<file path="src/hdl/axi4_pkg.sv">
package axi4_pkg;

   // Response codes on R and B
   typedef enum logic [1:0] {
      AXI_RESP_OKAY   = 2'b00,
      AXI_RESP_EXOKAY = 2'b01,
      AXI_RESP_SLVERR = 2'b10,
      AXI_RESP_DECERR = 2'b11
   } axi_resp_e;

   localparam logic [1:0] AXI_BURST_INCR = 2'b01;

   // AxLEN for a single beat
   localparam logic [7:0] AXI_LEN_SINGLE = 8'd0;

   // AxSIZE encoding for a beat of the given byte count
   function automatic logic [2:0] axi_size_for_bytes(int unsigned bytes);
      case (bytes)
         1:       return 3'd0;
         2:       return 3'd1;
         4:       return 3'd2;
         8:       return 3'd3;
         16:      return 3'd4;
         32:      return 3'd5;
         64:      return 3'd6;
         128:     return 3'd7;
         default: return 3'd0;
      endcase
   endfunction

endpackage

</file>
<file path="src/hdl/wb_bus_pkg.sv">
package wb_bus_pkg;

   // Number of Wishbone slave ports sharing the AXI master
   localparam int unsigned NUM_PORTS = 2;

   // Port index, also used as the AXI ID value
   typedef logic [$clog2(NUM_PORTS)-1:0] port_idx_t;

   // Port reached by stepping forward from base, wrapping around
   function automatic port_idx_t port_after(port_idx_t base, int unsigned offset);
      int unsigned idx;
      idx = base;
      idx = (idx + offset) % NUM_PORTS;
      return port_idx_t'(idx);
   endfunction

endpackage
</file>
<file path="src/hdl/wb2axi_ifs.sv">
`timescale 1ns/10ps

// Request handed from the arbiter to the AXI request channel
interface wb_req_if
   import wb_bus_pkg::*;
#(
   parameter int WB_ADDR_WIDTH = 32,
   parameter int WB_DATA_WIDTH = 64
);

   // Payload is only meaningful while launch is high
   logic                       launch;
   logic                       we;
   logic [WB_ADDR_WIDTH-1:0]   adr;
   logic [WB_DATA_WIDTH-1:0]   dat;
   logic [WB_DATA_WIDTH/8-1:0] sel;
   port_idx_t                  port;

   modport arbiter (output launch, output we, output adr, output dat, output sel,
                    output port);

   modport channel (input launch, input we, input adr, input dat, input sel,
                    input port);

endinterface

// Responses routed back to the Wishbone ports
interface wb_res_if
   import wb_bus_pkg::*;
#(
   parameter int WB_DATA_WIDTH = 64
);

   // One strobe per port, indexed by port_idx_t
   logic [NUM_PORTS-1:0]     ack;
   logic [NUM_PORTS-1:0]     err;
   logic [WB_DATA_WIDTH-1:0] dat;
   logic                     done;

   modport source (output ack, output err, output dat, output done);

   modport monitor (input done);

   modport port (input ack, input err, input dat);

endinterface

</file>
<file path="src/hdl/wb2axi_bridge.sv">
`timescale 1ns/10ps

module wb2axi_bridge
   import wb_bus_pkg::*;
#(
   parameter int WB_ADDR_WIDTH  = 32,
   parameter int WB_DATA_WIDTH  = 64,
   parameter int AXI_ID_WIDTH   = 3,
   parameter int AXI_USER_WIDTH = 6
) (
   input  logic                       clk_i,
   input  logic                       rst_i,

   // **************************************************
   // Wishbone slave port 0
   input  logic                       wb0_cyc_i,
   input  logic                       wb0_stb_i,
   input  logic                       wb0_we_i,
   input  logic [WB_ADDR_WIDTH-1:0]   wb0_adr_i,
   input  logic [WB_DATA_WIDTH-1:0]   wb0_dat_i,
   input  logic [WB_DATA_WIDTH/8-1:0] wb0_sel_i,
   output logic                       wb0_ack_o,
   output logic                       wb0_err_o,

   // Wishbone slave port 1
   input  logic                       wb1_cyc_i,
   input  logic                       wb1_stb_i,
   input  logic                       wb1_we_i,
   input  logic [WB_ADDR_WIDTH-1:0]   wb1_adr_i,
   input  logic [WB_DATA_WIDTH-1:0]   wb1_dat_i,
   input  logic [WB_DATA_WIDTH/8-1:0] wb1_sel_i,
   output logic                       wb1_ack_o,
   output logic                       wb1_err_o,

   // Read data shared by both ports
   output logic [WB_DATA_WIDTH-1:0]   wb_dat_o,

   // **************************************************
   // AXI4 master
   output logic                       axi_aw_valid_o,
   output logic [WB_ADDR_WIDTH-1:0]   axi_aw_addr_o,
   output logic [AXI_ID_WIDTH-1:0]    axi_aw_id_o,
   output logic [7:0]                 axi_aw_len_o,
   output logic [2:0]                 axi_aw_size_o,
   output logic [1:0]                 axi_aw_burst_o,
   output logic [AXI_USER_WIDTH-1:0]  axi_aw_user_o,
   input  logic                       axi_aw_ready_i,
   output logic                       axi_w_valid_o,
   output logic [WB_DATA_WIDTH-1:0]   axi_w_data_o,
   output logic [WB_DATA_WIDTH/8-1:0] axi_w_strb_o,
   output logic                       axi_w_last_o,
   output logic [AXI_USER_WIDTH-1:0]  axi_w_user_o,
   input  logic                       axi_w_ready_i,
   output logic                       axi_ar_valid_o,
   output logic [WB_ADDR_WIDTH-1:0]   axi_ar_addr_o,
   output logic [AXI_ID_WIDTH-1:0]    axi_ar_id_o,
   output logic [7:0]                 axi_ar_len_o,
   output logic [2:0]                 axi_ar_size_o,
   output logic [1:0]                 axi_ar_burst_o,
   output logic [AXI_USER_WIDTH-1:0]  axi_ar_user_o,
   input  logic                       axi_ar_ready_i,
   input  logic                       axi_r_valid_i,
   input  logic [WB_DATA_WIDTH-1:0]   axi_r_data_i,
   input  logic [1:0]                 axi_r_resp_i,
   input  logic                       axi_r_last_i,
   input  logic [AXI_ID_WIDTH-1:0]    axi_r_id_i,
   input  logic [AXI_USER_WIDTH-1:0]  axi_r_user_i,
   output logic                       axi_r_ready_o,
   input  logic                       axi_b_valid_i,
   input  logic [1:0]                 axi_b_resp_i,
   input  logic [AXI_ID_WIDTH-1:0]    axi_b_id_i,
   input  logic [AXI_USER_WIDTH-1:0]  axi_b_user_i,
   output logic                       axi_b_ready_o
);

   logic                       wb_cyc [NUM_PORTS];
   logic                       wb_stb [NUM_PORTS];
   logic                       wb_we  [NUM_PORTS];
   logic [WB_ADDR_WIDTH-1:0]   wb_adr [NUM_PORTS];
   logic [WB_DATA_WIDTH-1:0]   wb_dat [NUM_PORTS];
   logic [WB_DATA_WIDTH/8-1:0] wb_sel [NUM_PORTS];

   // Gather the two slave ports into arrays indexed by port
   assign wb_cyc[0] = wb0_cyc_i;
   assign wb_cyc[1] = wb1_cyc_i;
   assign wb_stb[0] = wb0_stb_i;
   assign wb_stb[1] = wb1_stb_i;
   assign wb_we[0]  = wb0_we_i;
   assign wb_we[1]  = wb1_we_i;
   assign wb_adr[0] = wb0_adr_i;
   assign wb_adr[1] = wb1_adr_i;
   assign wb_dat[0] = wb0_dat_i;
   assign wb_dat[1] = wb1_dat_i;
   assign wb_sel[0] = wb0_sel_i;
   assign wb_sel[1] = wb1_sel_i;

   wb_req_if #(
      .WB_ADDR_WIDTH (WB_ADDR_WIDTH),
      .WB_DATA_WIDTH (WB_DATA_WIDTH)
   ) req_if ();

   wb_res_if #(
      .WB_DATA_WIDTH (WB_DATA_WIDTH)
   ) res_if ();

   wb_port_arbiter #(
      .WB_ADDR_WIDTH (WB_ADDR_WIDTH),
      .WB_DATA_WIDTH (WB_DATA_WIDTH)
   ) wb_port_arbiter_i (
      .clk_i    (clk_i),
      .rst_i    (rst_i),
      .wb_cyc_i (wb_cyc),
      .wb_stb_i (wb_stb),
      .wb_we_i  (wb_we),
      .wb_adr_i (wb_adr),
      .wb_dat_i (wb_dat),
      .wb_sel_i (wb_sel),
      .req      (req_if),
      .res      (res_if)
   );

   wb2axi_req_channel #(
      .WB_ADDR_WIDTH  (WB_ADDR_WIDTH),
      .WB_DATA_WIDTH  (WB_DATA_WIDTH),
      .AXI_ID_WIDTH   (AXI_ID_WIDTH),
      .AXI_USER_WIDTH (AXI_USER_WIDTH)
   ) wb2axi_req_channel_i (
      .clk_i          (clk_i),
      .rst_i          (rst_i),
      .req            (req_if),
      .axi_aw_valid_o (axi_aw_valid_o),
      .axi_aw_addr_o  (axi_aw_addr_o),
      .axi_aw_id_o    (axi_aw_id_o),
      .axi_aw_len_o   (axi_aw_len_o),
      .axi_aw_size_o  (axi_aw_size_o),
      .axi_aw_burst_o (axi_aw_burst_o),
      .axi_aw_user_o  (axi_aw_user_o),
      .axi_aw_ready_i (axi_aw_ready_i),
      .axi_w_valid_o  (axi_w_valid_o),
      .axi_w_data_o   (axi_w_data_o),
      .axi_w_strb_o   (axi_w_strb_o),
      .axi_w_last_o   (axi_w_last_o),
      .axi_w_user_o   (axi_w_user_o),
      .axi_w_ready_i  (axi_w_ready_i),
      .axi_ar_valid_o (axi_ar_valid_o),
      .axi_ar_addr_o  (axi_ar_addr_o),
      .axi_ar_id_o    (axi_ar_id_o),
      .axi_ar_len_o   (axi_ar_len_o),
      .axi_ar_size_o  (axi_ar_size_o),
      .axi_ar_burst_o (axi_ar_burst_o),
      .axi_ar_user_o  (axi_ar_user_o),
      .axi_ar_ready_i (axi_ar_ready_i)
   );

   wb2axi_res_channel #(
      .WB_DATA_WIDTH  (WB_DATA_WIDTH),
      .AXI_ID_WIDTH   (AXI_ID_WIDTH),
      .AXI_USER_WIDTH (AXI_USER_WIDTH)
   ) wb2axi_res_channel_i (
      .axi_r_valid_i (axi_r_valid_i),
      .axi_r_data_i  (axi_r_data_i),
      .axi_r_resp_i  (axi_r_resp_i),
      .axi_r_last_i  (axi_r_last_i),
      .axi_r_id_i    (axi_r_id_i),
      .axi_r_user_i  (axi_r_user_i),
      .axi_r_ready_o (axi_r_ready_o),
      .axi_b_valid_i (axi_b_valid_i),
      .axi_b_resp_i  (axi_b_resp_i),
      .axi_b_id_i    (axi_b_id_i),
      .axi_b_user_i  (axi_b_user_i),
      .axi_b_ready_o (axi_b_ready_o),
      .res           (res_if)
   );

   // Per-port strobes, data qualified by each port's own ack
   assign wb0_ack_o = res_if.ack[0];
   assign wb0_err_o = res_if.err[0];
   assign wb1_ack_o = res_if.ack[1];
   assign wb1_err_o = res_if.err[1];
   assign wb_dat_o  = res_if.dat;

endmodule

</file>
<file path="src/hdl/wb2axi_res_channel.sv">
`timescale 1ns/10ps

module wb2axi_res_channel
   import wb_bus_pkg::*;
   import axi4_pkg::*;
#(
   parameter int WB_DATA_WIDTH  = 64,
   parameter int AXI_ID_WIDTH   = 3,
   parameter int AXI_USER_WIDTH = 6
) (
   // AXI4 read data channel
   input  logic                      axi_r_valid_i,
   input  logic [WB_DATA_WIDTH-1:0]  axi_r_data_i,
   input  logic [1:0]                axi_r_resp_i,
   input  logic                      axi_r_last_i,
   input  logic [AXI_ID_WIDTH-1:0]   axi_r_id_i,
   input  logic [AXI_USER_WIDTH-1:0] axi_r_user_i,
   output logic                      axi_r_ready_o,

   // AXI4 write response channel
   input  logic                      axi_b_valid_i,
   input  logic [1:0]                axi_b_resp_i,
   input  logic [AXI_ID_WIDTH-1:0]   axi_b_id_i,
   input  logic [AXI_USER_WIDTH-1:0] axi_b_user_i,
   output logic                      axi_b_ready_o,

   wb_res_if.source                  res
);

   logic      r_end;
   logic      b_end;
   axi_resp_e resp;
   port_idx_t port;

   // Always ready, one transaction in flight at most
   assign axi_r_ready_o = 1'b1;
   assign axi_b_ready_o = 1'b1;

   assign r_end = axi_r_ready_o && axi_r_valid_i && axi_r_last_i;
   assign b_end = axi_b_ready_o && axi_b_valid_i;

   // R and B never overlap, so pick whichever is active
   assign resp = r_end ? axi_resp_e'(axi_r_resp_i) : axi_resp_e'(axi_b_resp_i);
   assign port = r_end ? port_idx_t'(axi_r_id_i) : port_idx_t'(axi_b_id_i);

   always_comb begin
      res.ack = '0;
      res.err = '0;
      if (r_end || b_end) begin
         if (resp == AXI_RESP_OKAY || resp == AXI_RESP_EXOKAY) res.ack[port] = 1'b1;
         else res.err[port] = 1'b1;
      end
   end

   assign res.dat  = axi_r_data_i;
   assign res.done = r_end || b_end;

endmodule

</file>
<file path="src/hdl/wb2axi_req_channel.sv">
`timescale 1ns/10ps

module wb2axi_req_channel
   import wb_bus_pkg::*;
   import axi4_pkg::*;
#(
   parameter int WB_ADDR_WIDTH  = 32,
   parameter int WB_DATA_WIDTH  = 64,
   parameter int AXI_ID_WIDTH   = 3,
   parameter int AXI_USER_WIDTH = 6
) (
   input  logic                       clk_i,
   input  logic                       rst_i,

   wb_req_if.channel                  req,

   // **************************************************
   // AXI4 write address channel
   output logic                       axi_aw_valid_o,
   output logic [WB_ADDR_WIDTH-1:0]   axi_aw_addr_o,
   output logic [AXI_ID_WIDTH-1:0]    axi_aw_id_o,
   output logic [7:0]                 axi_aw_len_o,
   output logic [2:0]                 axi_aw_size_o,
   output logic [1:0]                 axi_aw_burst_o,
   output logic [AXI_USER_WIDTH-1:0]  axi_aw_user_o,
   input  logic                       axi_aw_ready_i,

   // AXI4 write data channel
   output logic                       axi_w_valid_o,
   output logic [WB_DATA_WIDTH-1:0]   axi_w_data_o,
   output logic [WB_DATA_WIDTH/8-1:0] axi_w_strb_o,
   output logic                       axi_w_last_o,
   output logic [AXI_USER_WIDTH-1:0]  axi_w_user_o,
   input  logic                       axi_w_ready_i,

   // AXI4 read address channel
   output logic                       axi_ar_valid_o,
   output logic [WB_ADDR_WIDTH-1:0]   axi_ar_addr_o,
   output logic [AXI_ID_WIDTH-1:0]    axi_ar_id_o,
   output logic [7:0]                 axi_ar_len_o,
   output logic [2:0]                 axi_ar_size_o,
   output logic [1:0]                 axi_ar_burst_o,
   output logic [AXI_USER_WIDTH-1:0]  axi_ar_user_o,
   input  logic                       axi_ar_ready_i
);

   // Every beat spans the full data bus
   localparam logic [2:0] BEAT_SIZE = axi_size_for_bytes(WB_DATA_WIDTH / 8);

   logic                       aw_valid_q;
   logic                       w_valid_q;
   logic                       ar_valid_q;
   logic [WB_ADDR_WIDTH-1:0]   addr_q;
   logic [WB_DATA_WIDTH-1:0]   data_q;
   logic [WB_DATA_WIDTH/8-1:0] strb_q;
   port_idx_t                  port_q;

   // Valids rise the cycle after launch, each falls after its own handshake
   always_ff @(posedge clk_i) begin
      if (rst_i) begin
         aw_valid_q <= 1'b0;
         w_valid_q  <= 1'b0;
         ar_valid_q <= 1'b0;
      end else if (req.launch) begin
         aw_valid_q <= req.we;
         w_valid_q  <= req.we;
         ar_valid_q <= !req.we;
      end else begin
         if (axi_aw_ready_i) aw_valid_q <= 1'b0;
         if (axi_w_ready_i)  w_valid_q  <= 1'b0;
         if (axi_ar_ready_i) ar_valid_q <= 1'b0;
      end
   end

   // Held stable until the next launch
   always_ff @(posedge clk_i) begin
      if (req.launch) begin
         addr_q <= req.adr;
         data_q <= req.dat;
         strb_q <= req.sel;
         port_q <= req.port;
      end
   end

   assign axi_aw_valid_o = aw_valid_q;
   assign axi_aw_addr_o  = addr_q;
   assign axi_aw_id_o    = AXI_ID_WIDTH'(port_q);
   assign axi_aw_len_o   = AXI_LEN_SINGLE;
   assign axi_aw_size_o  = BEAT_SIZE;
   assign axi_aw_burst_o = AXI_BURST_INCR;
   assign axi_aw_user_o  = '0;

   assign axi_w_valid_o  = w_valid_q;
   assign axi_w_data_o   = data_q;
   assign axi_w_strb_o   = strb_q;
   assign axi_w_last_o   = 1'b1;
   assign axi_w_user_o   = '0;

   assign axi_ar_valid_o = ar_valid_q;
   assign axi_ar_addr_o  = addr_q;
   assign axi_ar_id_o    = AXI_ID_WIDTH'(port_q);
   assign axi_ar_len_o   = AXI_LEN_SINGLE;
   assign axi_ar_size_o  = BEAT_SIZE;
   assign axi_ar_burst_o = AXI_BURST_INCR;
   assign axi_ar_user_o  = '0;

endmodule

</file>
<file path="src/hdl/wb_port_arbiter.sv">
`timescale 1ns/10ps

module wb_port_arbiter
   import wb_bus_pkg::*;
#(
   parameter int WB_ADDR_WIDTH = 32,
   parameter int WB_DATA_WIDTH = 64
) (
   input  logic                       clk_i,
   input  logic                       rst_i,

   // Wishbone classic slave ports
   input  logic                       wb_cyc_i [NUM_PORTS],
   input  logic                       wb_stb_i [NUM_PORTS],
   input  logic                       wb_we_i  [NUM_PORTS],
   input  logic [WB_ADDR_WIDTH-1:0]   wb_adr_i [NUM_PORTS],
   input  logic [WB_DATA_WIDTH-1:0]   wb_dat_i [NUM_PORTS],
   input  logic [WB_DATA_WIDTH/8-1:0] wb_sel_i [NUM_PORTS],

   wb_req_if.arbiter                  req,
   wb_res_if.monitor                  res
);

   logic [NUM_PORTS-1:0] port_req;
   logic                 busy_q;
   port_idx_t            grant_q;
   logic                 pick_valid;
   port_idx_t            pick;

   always_comb begin : port_request
      for (int p = 0; p < NUM_PORTS; p++) begin
         port_req[p] = wb_cyc_i[p] && wb_stb_i[p];
      end
   end

   // **************************************************
   // Round robin, starting after the last granted port
   // **************************************************
   always_comb begin : round_robin
      port_idx_t cand;
      pick_valid = 1'b0;
      pick       = grant_q;
      for (int unsigned k = 1; k <= NUM_PORTS; k++) begin
         cand = port_after(grant_q, k);
         if (!pick_valid && port_req[cand]) begin
            pick_valid = 1'b1;
            pick       = cand;
         end
      end
   end

   // Busy from launch until the response channel reports done
   always_ff @(posedge clk_i) begin
      if (rst_i) begin
         busy_q     <= 1'b0;
         grant_q    <= '0;
         req.launch <= 1'b0;
      end else begin
         req.launch <= 1'b0;
         if (!busy_q) begin
            if (pick_valid) begin
               busy_q     <= 1'b1;
               grant_q    <= pick;
               req.launch <= 1'b1;
            end
         end else if (res.done) begin
            busy_q <= 1'b0;
         end
      end
   end

   // Capture the winning request
   always_ff @(posedge clk_i) begin
      if (!busy_q && pick_valid) begin
         req.we  <= wb_we_i[pick];
         req.adr <= wb_adr_i[pick];
         req.dat <= wb_dat_i[pick];
         req.sel <= wb_sel_i[pick];
      end
   end

   // Grant register doubles as the pointer for the next round
   assign req.port = grant_q;

endmodule

</file>
<file path="config.mk">
export PLATFORM = sky130hd
export DESIGN_NAME = wb2axi_bridge
export DESIGN_NICKNAME = d
export VERILOG_FILES = /design/src/hdl/axi4_pkg.sv /design/src/hdl/wb_bus_pkg.sv /design/src/hdl/wb2axi_ifs.sv /design/src/hdl/wb2axi_bridge.sv /design/src/hdl/wb2axi_res_channel.sv /design/src/hdl/wb2axi_req_channel.sv /design/src/hdl/wb_port_arbiter.sv
export SDC_FILE = /design/constraint.sdc
export NUM_CORES = 1
export LEC_CHECK = 0
export BUFFER_PORTS_ARGS = -buffer_cell sky130_fd_sc_hd__buf_2
export CAP_MARGIN = 20
export CORE_AREA = 5 5 216 218
export CTS_BUF_LIST = sky130_fd_sc_hd__clkbuf_4 sky130_fd_sc_hd__clkbuf_8
export DETAILED_ROUTE_END_ITERATION = 10
export DIE_AREA = 0 0 221 223
export PLACE_DENSITY_LB_ADDON = 0.08
export REMOVE_ABC_BUFFERS = 1
export SLEW_MARGIN = 20
export SYNTH_ARGS = -nofsm -noshare
export SYNTH_HDL_FRONTEND = slang
export SYNTH_SLANG_ARGS = --single-unit
</file>
<file path="constraint.sdc">
create_clock -name clk_i -period 4 [get_ports clk_i]
set_clock_uncertainty 0.05 [all_clocks]
set_input_delay 0.6 -clock clk_i [delete_from_list [all_inputs] [get_ports clk_i]]
set_output_delay 0.6 -clock clk_i [all_outputs]
set_load 0.03 [all_outputs]
</file>
== Word level (Yosys, flattened, before mapping) ==
Index checks and enable logic that the tools add are counted.

* Output and inout bits: 260
* Bits in registers: 216
* Input port bits: 308

* Reduce and logical (&&, ||, !) cells: 17
* Add/subtract/negate cells: 2
* Multiplexer cells: 37
* Bitwise operators: 2
* $lt $le $gt $ge: 5
* Eq/ne operators: 1

{| class="wikitable"
|+ Operator list
! cell !! number
|-
| 64-bit 2-to-1 mux || 3
|-
| 32-bit 2-to-1 mux || 3
|-
| 8-bit 2-to-1 mux || 3
|-
| 1-bit 2-to-1 mux || 22
|-
| 2-bit 2-to-1 mux || 5
|-
| 1-bit logical AND || 6
|-
| 1-bit by 2-bit < comparator with 1-bit output (second input constant) || 3
|-
| 2-bit nonzero test || 3
|-
| 1-bit logical NOT || 3
|-
| 1-bit adder (second input constant) || 2
|-
| 2-bit by 1-bit == test with 1-bit output (second input constant) || 1
|-
| 2-bit greater-or-equal comparator (second input constant) || 1
|-
| 2-bit logical NOT || 1
|-
| 1-bit logical OR || 2
|-
| 1-bit inverter with 2-bit output || 1
|-
| 2-bit AND reduction || 1
|-
| 2-bit OR reduction || 1
|-
| 1-bit demux with 1-bit select || 1
|-
| 1-bit greater-or-equal comparator (second input constant) || 1
|-
| 1-bit inverter || 1
|}

== Depth between registers and ports, before layout ==
* Depth in word-level cells: 11
* Mapped depth: 5

== Modules after synthesis ==
Synthesis repeated with hierarchy kept, for this count alone.

* Cells, all modules: 517
* Area total of the unflattened synthesis: 9248.9 um^2

{| class="wikitable"
|+ By module, submodules not included
! module !! area each (um^2) !! seq. area each (um^2) !! cells each !! times used
|-
| wb_port_arbiter || 4754.6 || 3213.1 || 235 || 1
|-
| wb2axi_req_channel || 3896.2 || 3213.1 || 201 || 1
|-
| wb2axi_res_channel || 598.1 || 0.0 || 81 || 1
|}

== Worst setup path after synthesis ==
Ideal clock, no wire load.

* Path type: in2reg
* Start: in wb0_cyc_i
* End: reg wb_port_arbiter_i.req.adr[0] (enable)
* Path slack: 0.589 ns
* Data required time: 3.491 ns
* Stages on the path: 3
* Arrival time: 2.902 ns
* Path through: nand2_1 > a21o_1 > inv_1

* Longest elaborated chain between the ends: 8
* Elaborated cells on any way between the ends: 10
* Those cells by class: mux: 6; reduce/logical: 4

{| class="wikitable"
|+ RTL lines
! item !! line !! source
|-
| start: declaration || wb2axi_bridge.sv:16 || <nowiki>input logic wb0_cyc_i,</nowiki>
|-
| 1-bit logical AND (*) || wb_port_arbiter.sv:32 || <nowiki>port_req[p] = wb_cyc_i[p] && wb_stb_i[p];</nowiki>
|-
| 1-bit 2-to-1 mux (implied by the code) (2 in series) || wb_port_arbiter.sv:45 || <nowiki>if (!pick_valid && port_req[cand]) begin</nowiki>
|-
| 1-bit 2-to-1 mux || wb_port_arbiter.sv:45 ||
|-
| 1-bit logical NOT || wb_port_arbiter.sv:45 ||
|-
| 1-bit logical AND || wb_port_arbiter.sv:45 ||
|-
| 1-bit 2-to-1 mux (*) || wb_port_arbiter.sv:45 ||
|-
| 1-bit logical AND (*) || wb_port_arbiter.sv:74 || <nowiki>if (!busy_q && pick_valid) begin</nowiki>
|-
| end signal: assignment || wb_port_arbiter.sv:76 || <nowiki>req.adr <= wb_adr_i[pick];</nowiki>
|-
| end: declaration || wb2axi_ifs.sv:19 || <nowiki>modport arbiter (output launch, output we, output adr, output dat, output sel,</nowiki>
|}

Every way passes the cells marked *; elsewhere a longest branch is shown, timed or not. The select of a mux whose other input is x is not followed.
A chain may end at the register's enable or synchronous reset.

== Worst setup path after layout ==
* Start: reg wb_port_arbiter_i.grant_q, in the netlist wb_port_arbiter_i.req.port
* End: reg wb_port_arbiter_i.req.dat[54], data pin

* Longest elaborated chain between the ends: 11
* Elaborated cells on any way between the ends: 15
* Those cells by class: add/sub: 2; mux: 10; bitwise: 1; reduce/logical: 2

{| class="wikitable"
|+ RTL lines
! item !! line !! source
|-
| start: declaration || wb_port_arbiter.sv:26 || <nowiki>port_idx_t grant_q;</nowiki>
|-
| start signal: assignment || wb_port_arbiter.sv:63 || <nowiki>grant_q <= pick;</nowiki>
|-
| 1-bit adder || wb_bus_pkg.sv:13 || <nowiki>idx = (idx + offset) % NUM_PORTS;</nowiki>
|-
| 1-bit 2-to-1 mux (implied by the code) (2 in series) || wb_port_arbiter.sv:45 ||
|-
| 1-bit 2-to-1 mux || wb_port_arbiter.sv:45 ||
|-
| 1-bit logical NOT || wb_port_arbiter.sv:45 ||
|-
| 1-bit logical AND || wb_port_arbiter.sv:45 ||
|-
| 1-bit 2-to-1 mux (*) || wb_port_arbiter.sv:45 ||
|-
| 1-bit inverter with 2-bit output (implied by the code) (*) || wb_port_arbiter.sv:77 || <nowiki>req.dat <= wb_dat_i[pick];</nowiki>
|-
| 64-bit 2-to-1 mux (implied by the code) (*) (3 in series) || wb_port_arbiter.sv:77 ||
|-
| end signal: assignment || wb_port_arbiter.sv:77 ||
|-
| end: declaration || wb2axi_ifs.sv:19 ||
|}

Marks and branches as above.

==> results.tsv <==
metric	value	unit
status	completed	
synth-seq-area-share	71.5	%
met1_usage	13.5	%
endpoint_kind	flop	
final.period_utilization	55.6	%
post-route-min-period	2.22	ns
slew_viol_final	0	
grt_pass1_vias	5418	
cap_violations	0	
tightest_slew	0.576	ns
leakagePower	4.69	nW
reg2reg_depth	4	
worstSetupPathType	reg -> reg	
start_kind	flop	
nets	1135	
place.detailed.hpwl	24100	um
power_density	498	nW/um^2
grt_first_pass_wirelength	42400	um
grtUsageMet2	15.6	%
setup_tns	0	ns
placement.cell_area	10700	um^2
synth_top_area_cell	edfxtp_1	
wl_per_cell	21.5	um
vias	5200	
dieArea	49300	um^2
rr_endpoint	wb_port_arbiter_i.req.dat[54]$_DFFE_PP_	
dr.pass1.iters	4	
drc	0	
r2r_slack	1.78	ns
crit_fanout	47	
synth-seq-cells	216	
antenna_cells	0	
io_buffers	370	
met3_usage	12.3	%
avgSynthCellArea	17.4	um^2
yosys.area.top_type_share	70.2	%
cts_tree	built	
postCtsSetupBuffers	0	
die_h	223	um
regArea	6430	um^2
clock_sinks	216	
peakVddDrop	0.147	mV
wl	31400	um
worstSkewPairLatency	0.55	ns
path_clk_slew	0.06	ns
yosys.cell_types.count	20	
gp_congestion	0.773	
rows	78	
final_cell_mix	370 x buf_2, 210 x edfxtp_1, 55 x mux2_2, 51 x conb_1, 50 x mux2_1	
final_antenna_net_count	0	
nFillCells	4758	
htree_levels	2	
cts_inserted_buffers	43	
setup_viol	0	
start_util	20.1	%
core-area	44700	um^2
cts_resized	0	
drive_gt1_share	58.6	%
synth_area	8980	um^2
worstHoldStart	axi_w_ready_i	
relSlewSlack	61.6	%
postLayoutCellArea	11600	um^2
hold_depth	4	
io_pins	568	
holdBufCountCts	0	
synth-warning-count	0	
root_buffer	clkbuf_8	
cp-startpoint	wb_port_arbiter_i.req.port$_SDFFE_PP0P_	
drt-initial-drc-count	188	
min_path_type	in -> reg	
clockBufferDepth	3	
final_common_cell	buf_2	
synthTopCellsByArea	edfxtp_1 70%, buf_4 13%, mux2_2 6.9%	
syn_inst	516	
die_x	221	um
track_usage	12.2	%
fmax	450	MHz
required	4.24	ns
multi_input_comb_area	1540	um^2
antenna_found_initial	1	
synthToLayoutAreaGrowth	29.0	%
post_drt_via_cell_ratio	3.56	
final_hold_viol_count	0	
rsz0062_at_grt	no	
cp_data_arrival_time	2.46	ns
gr-max-usage-layer	met2	
grt_max_degree	57	
r2r-start	wb_port_arbiter_i.req.port$_SDFFE_PP0P_	
min_to	wb2axi_req_channel_i.axi_w_valid_o$_SDFFE_PP0P_	
grt-ovfl-total	0	
power breakdown:
group / internal [mW] / switching (mW) / leakage (nW)
clock: 1.40 / 0.950 / 0.474
sequential: 2.70 / 0.0447 / 2.03
combinational: 0.241 / 0.444 / 2.19
total: 4.34 / 1.44 / 4.69
area by class of cell:
cell class	count	area share [%]
clock buffer	61	6.49
clock inverter	16	1.24
inverter	5	0.183
multi-input combinational	184	13.3
sequential	216	55.5
tap	600	6.47
timing repair buffer	377	16.9
cells in the mapped netlist:
cell,instances
edfxtp_1,210
buf_4,155
mux2_2,55
mux2_1,50
dfxtp_1,6
nand2_1,6
a21oi_1,5
buf_2,5
inv_1,5
nor2_1,4
o32ai_1,4
conb_1,2
nand3b_1,2
a21o_1,1
a21oi_2,1
and3b_1,1
nand3_1,1
nor3b_1,1
o21ai_0,1
or3_1,1
metal layers:
metal,part of all wire (%),wire [um]
met4,1.7,534
met3,20,6350
met1,38,12100
met2,38,12000
met5,1.5,462
critical path: stages, from the launching register on:
cell and delay (ns):
dfxtp_1 0.42, and3b_1 0.23, a21oi_4 0.46, buf_12 0.31, mux2_1 0.41
worst max path at each step:
stage | end | slack (ns) | cells after the start
finish | wb_port_arbiter_i.req.dat[54]$_DFFE_PP_ | 1.78 | 4
global route | wb_port_arbiter_i.req.adr[20]$_DFFE_PP_ | 1.66 | 4
CTS | wb_port_arbiter_i.req.dat[54]$_DFFE_PP_ | 1.72 | 4
detailed placement | wb_port_arbiter_i.req.dat[54]$_DFFE_PP_ | 1.45 | 5
global placement | wb_port_arbiter_i.req.dat[54]$_DFFE_PP_ | 1.43 | 5
floorplan | wb_port_arbiter_i.req.adr[22]$_DFFE_PP_ | -0.41 | 3
logic make-up (layout without fill, tap and decap cells):
group	count (synthesis)	in the layout	share of synthesized area, %
flops	216	216	71.5
buf+inv	165	459	13.4
mux	105	105	13.2
simple gates	16	16	0.891
compound gates	12	12	0.905
other cells	2	51	0.0836
per-stage QoR:
step	setup WS, ns	total power [mW]	util (%)	hold WS (ns)	std cells
finish	1.78	5.78	25.9	0.263	1459
global route	1.66	6.10	25.9	0.195	1459
global placement	1.43	3.50	23.9	0.350	1382
floorplan	-0.409	3.21	-	0.350	405
CTS	1.72	5.96	25.9	0.170	1459
detailed placement	1.45	3.51	23.9	0.355	1382
flip-flops by register name, indices dropped and copies added, names as in the netlist:
register                             cells
wb2axi_req_channel_i.axi_w_valid_o       1
wb_port_arbiter_i.busy_q                 1
wb2axi_req_channel_i.axi_w_data_o       64
wb2axi_req_channel_i.axi_ar_addr_o      32
wb_port_arbiter_i.req.port               1
wb_port_arbiter_i.req.launch             1
wb2axi_req_channel_i.port_q              1
wb_port_arbiter_i.req.dat               64
wb_port_arbiter_i.req.adr               32
wb_port_arbiter_i.req.sel                8
wb2axi_req_channel_i.axi_aw_valid_o      1
wb2axi_req_channel_i.axi_ar_valid_o      1
wb2axi_req_channel_i.axi_w_strb_o        8
wb_port_arbiter_i.req.we                 1
Note: power is estimated with default switching activity, not from simulation.
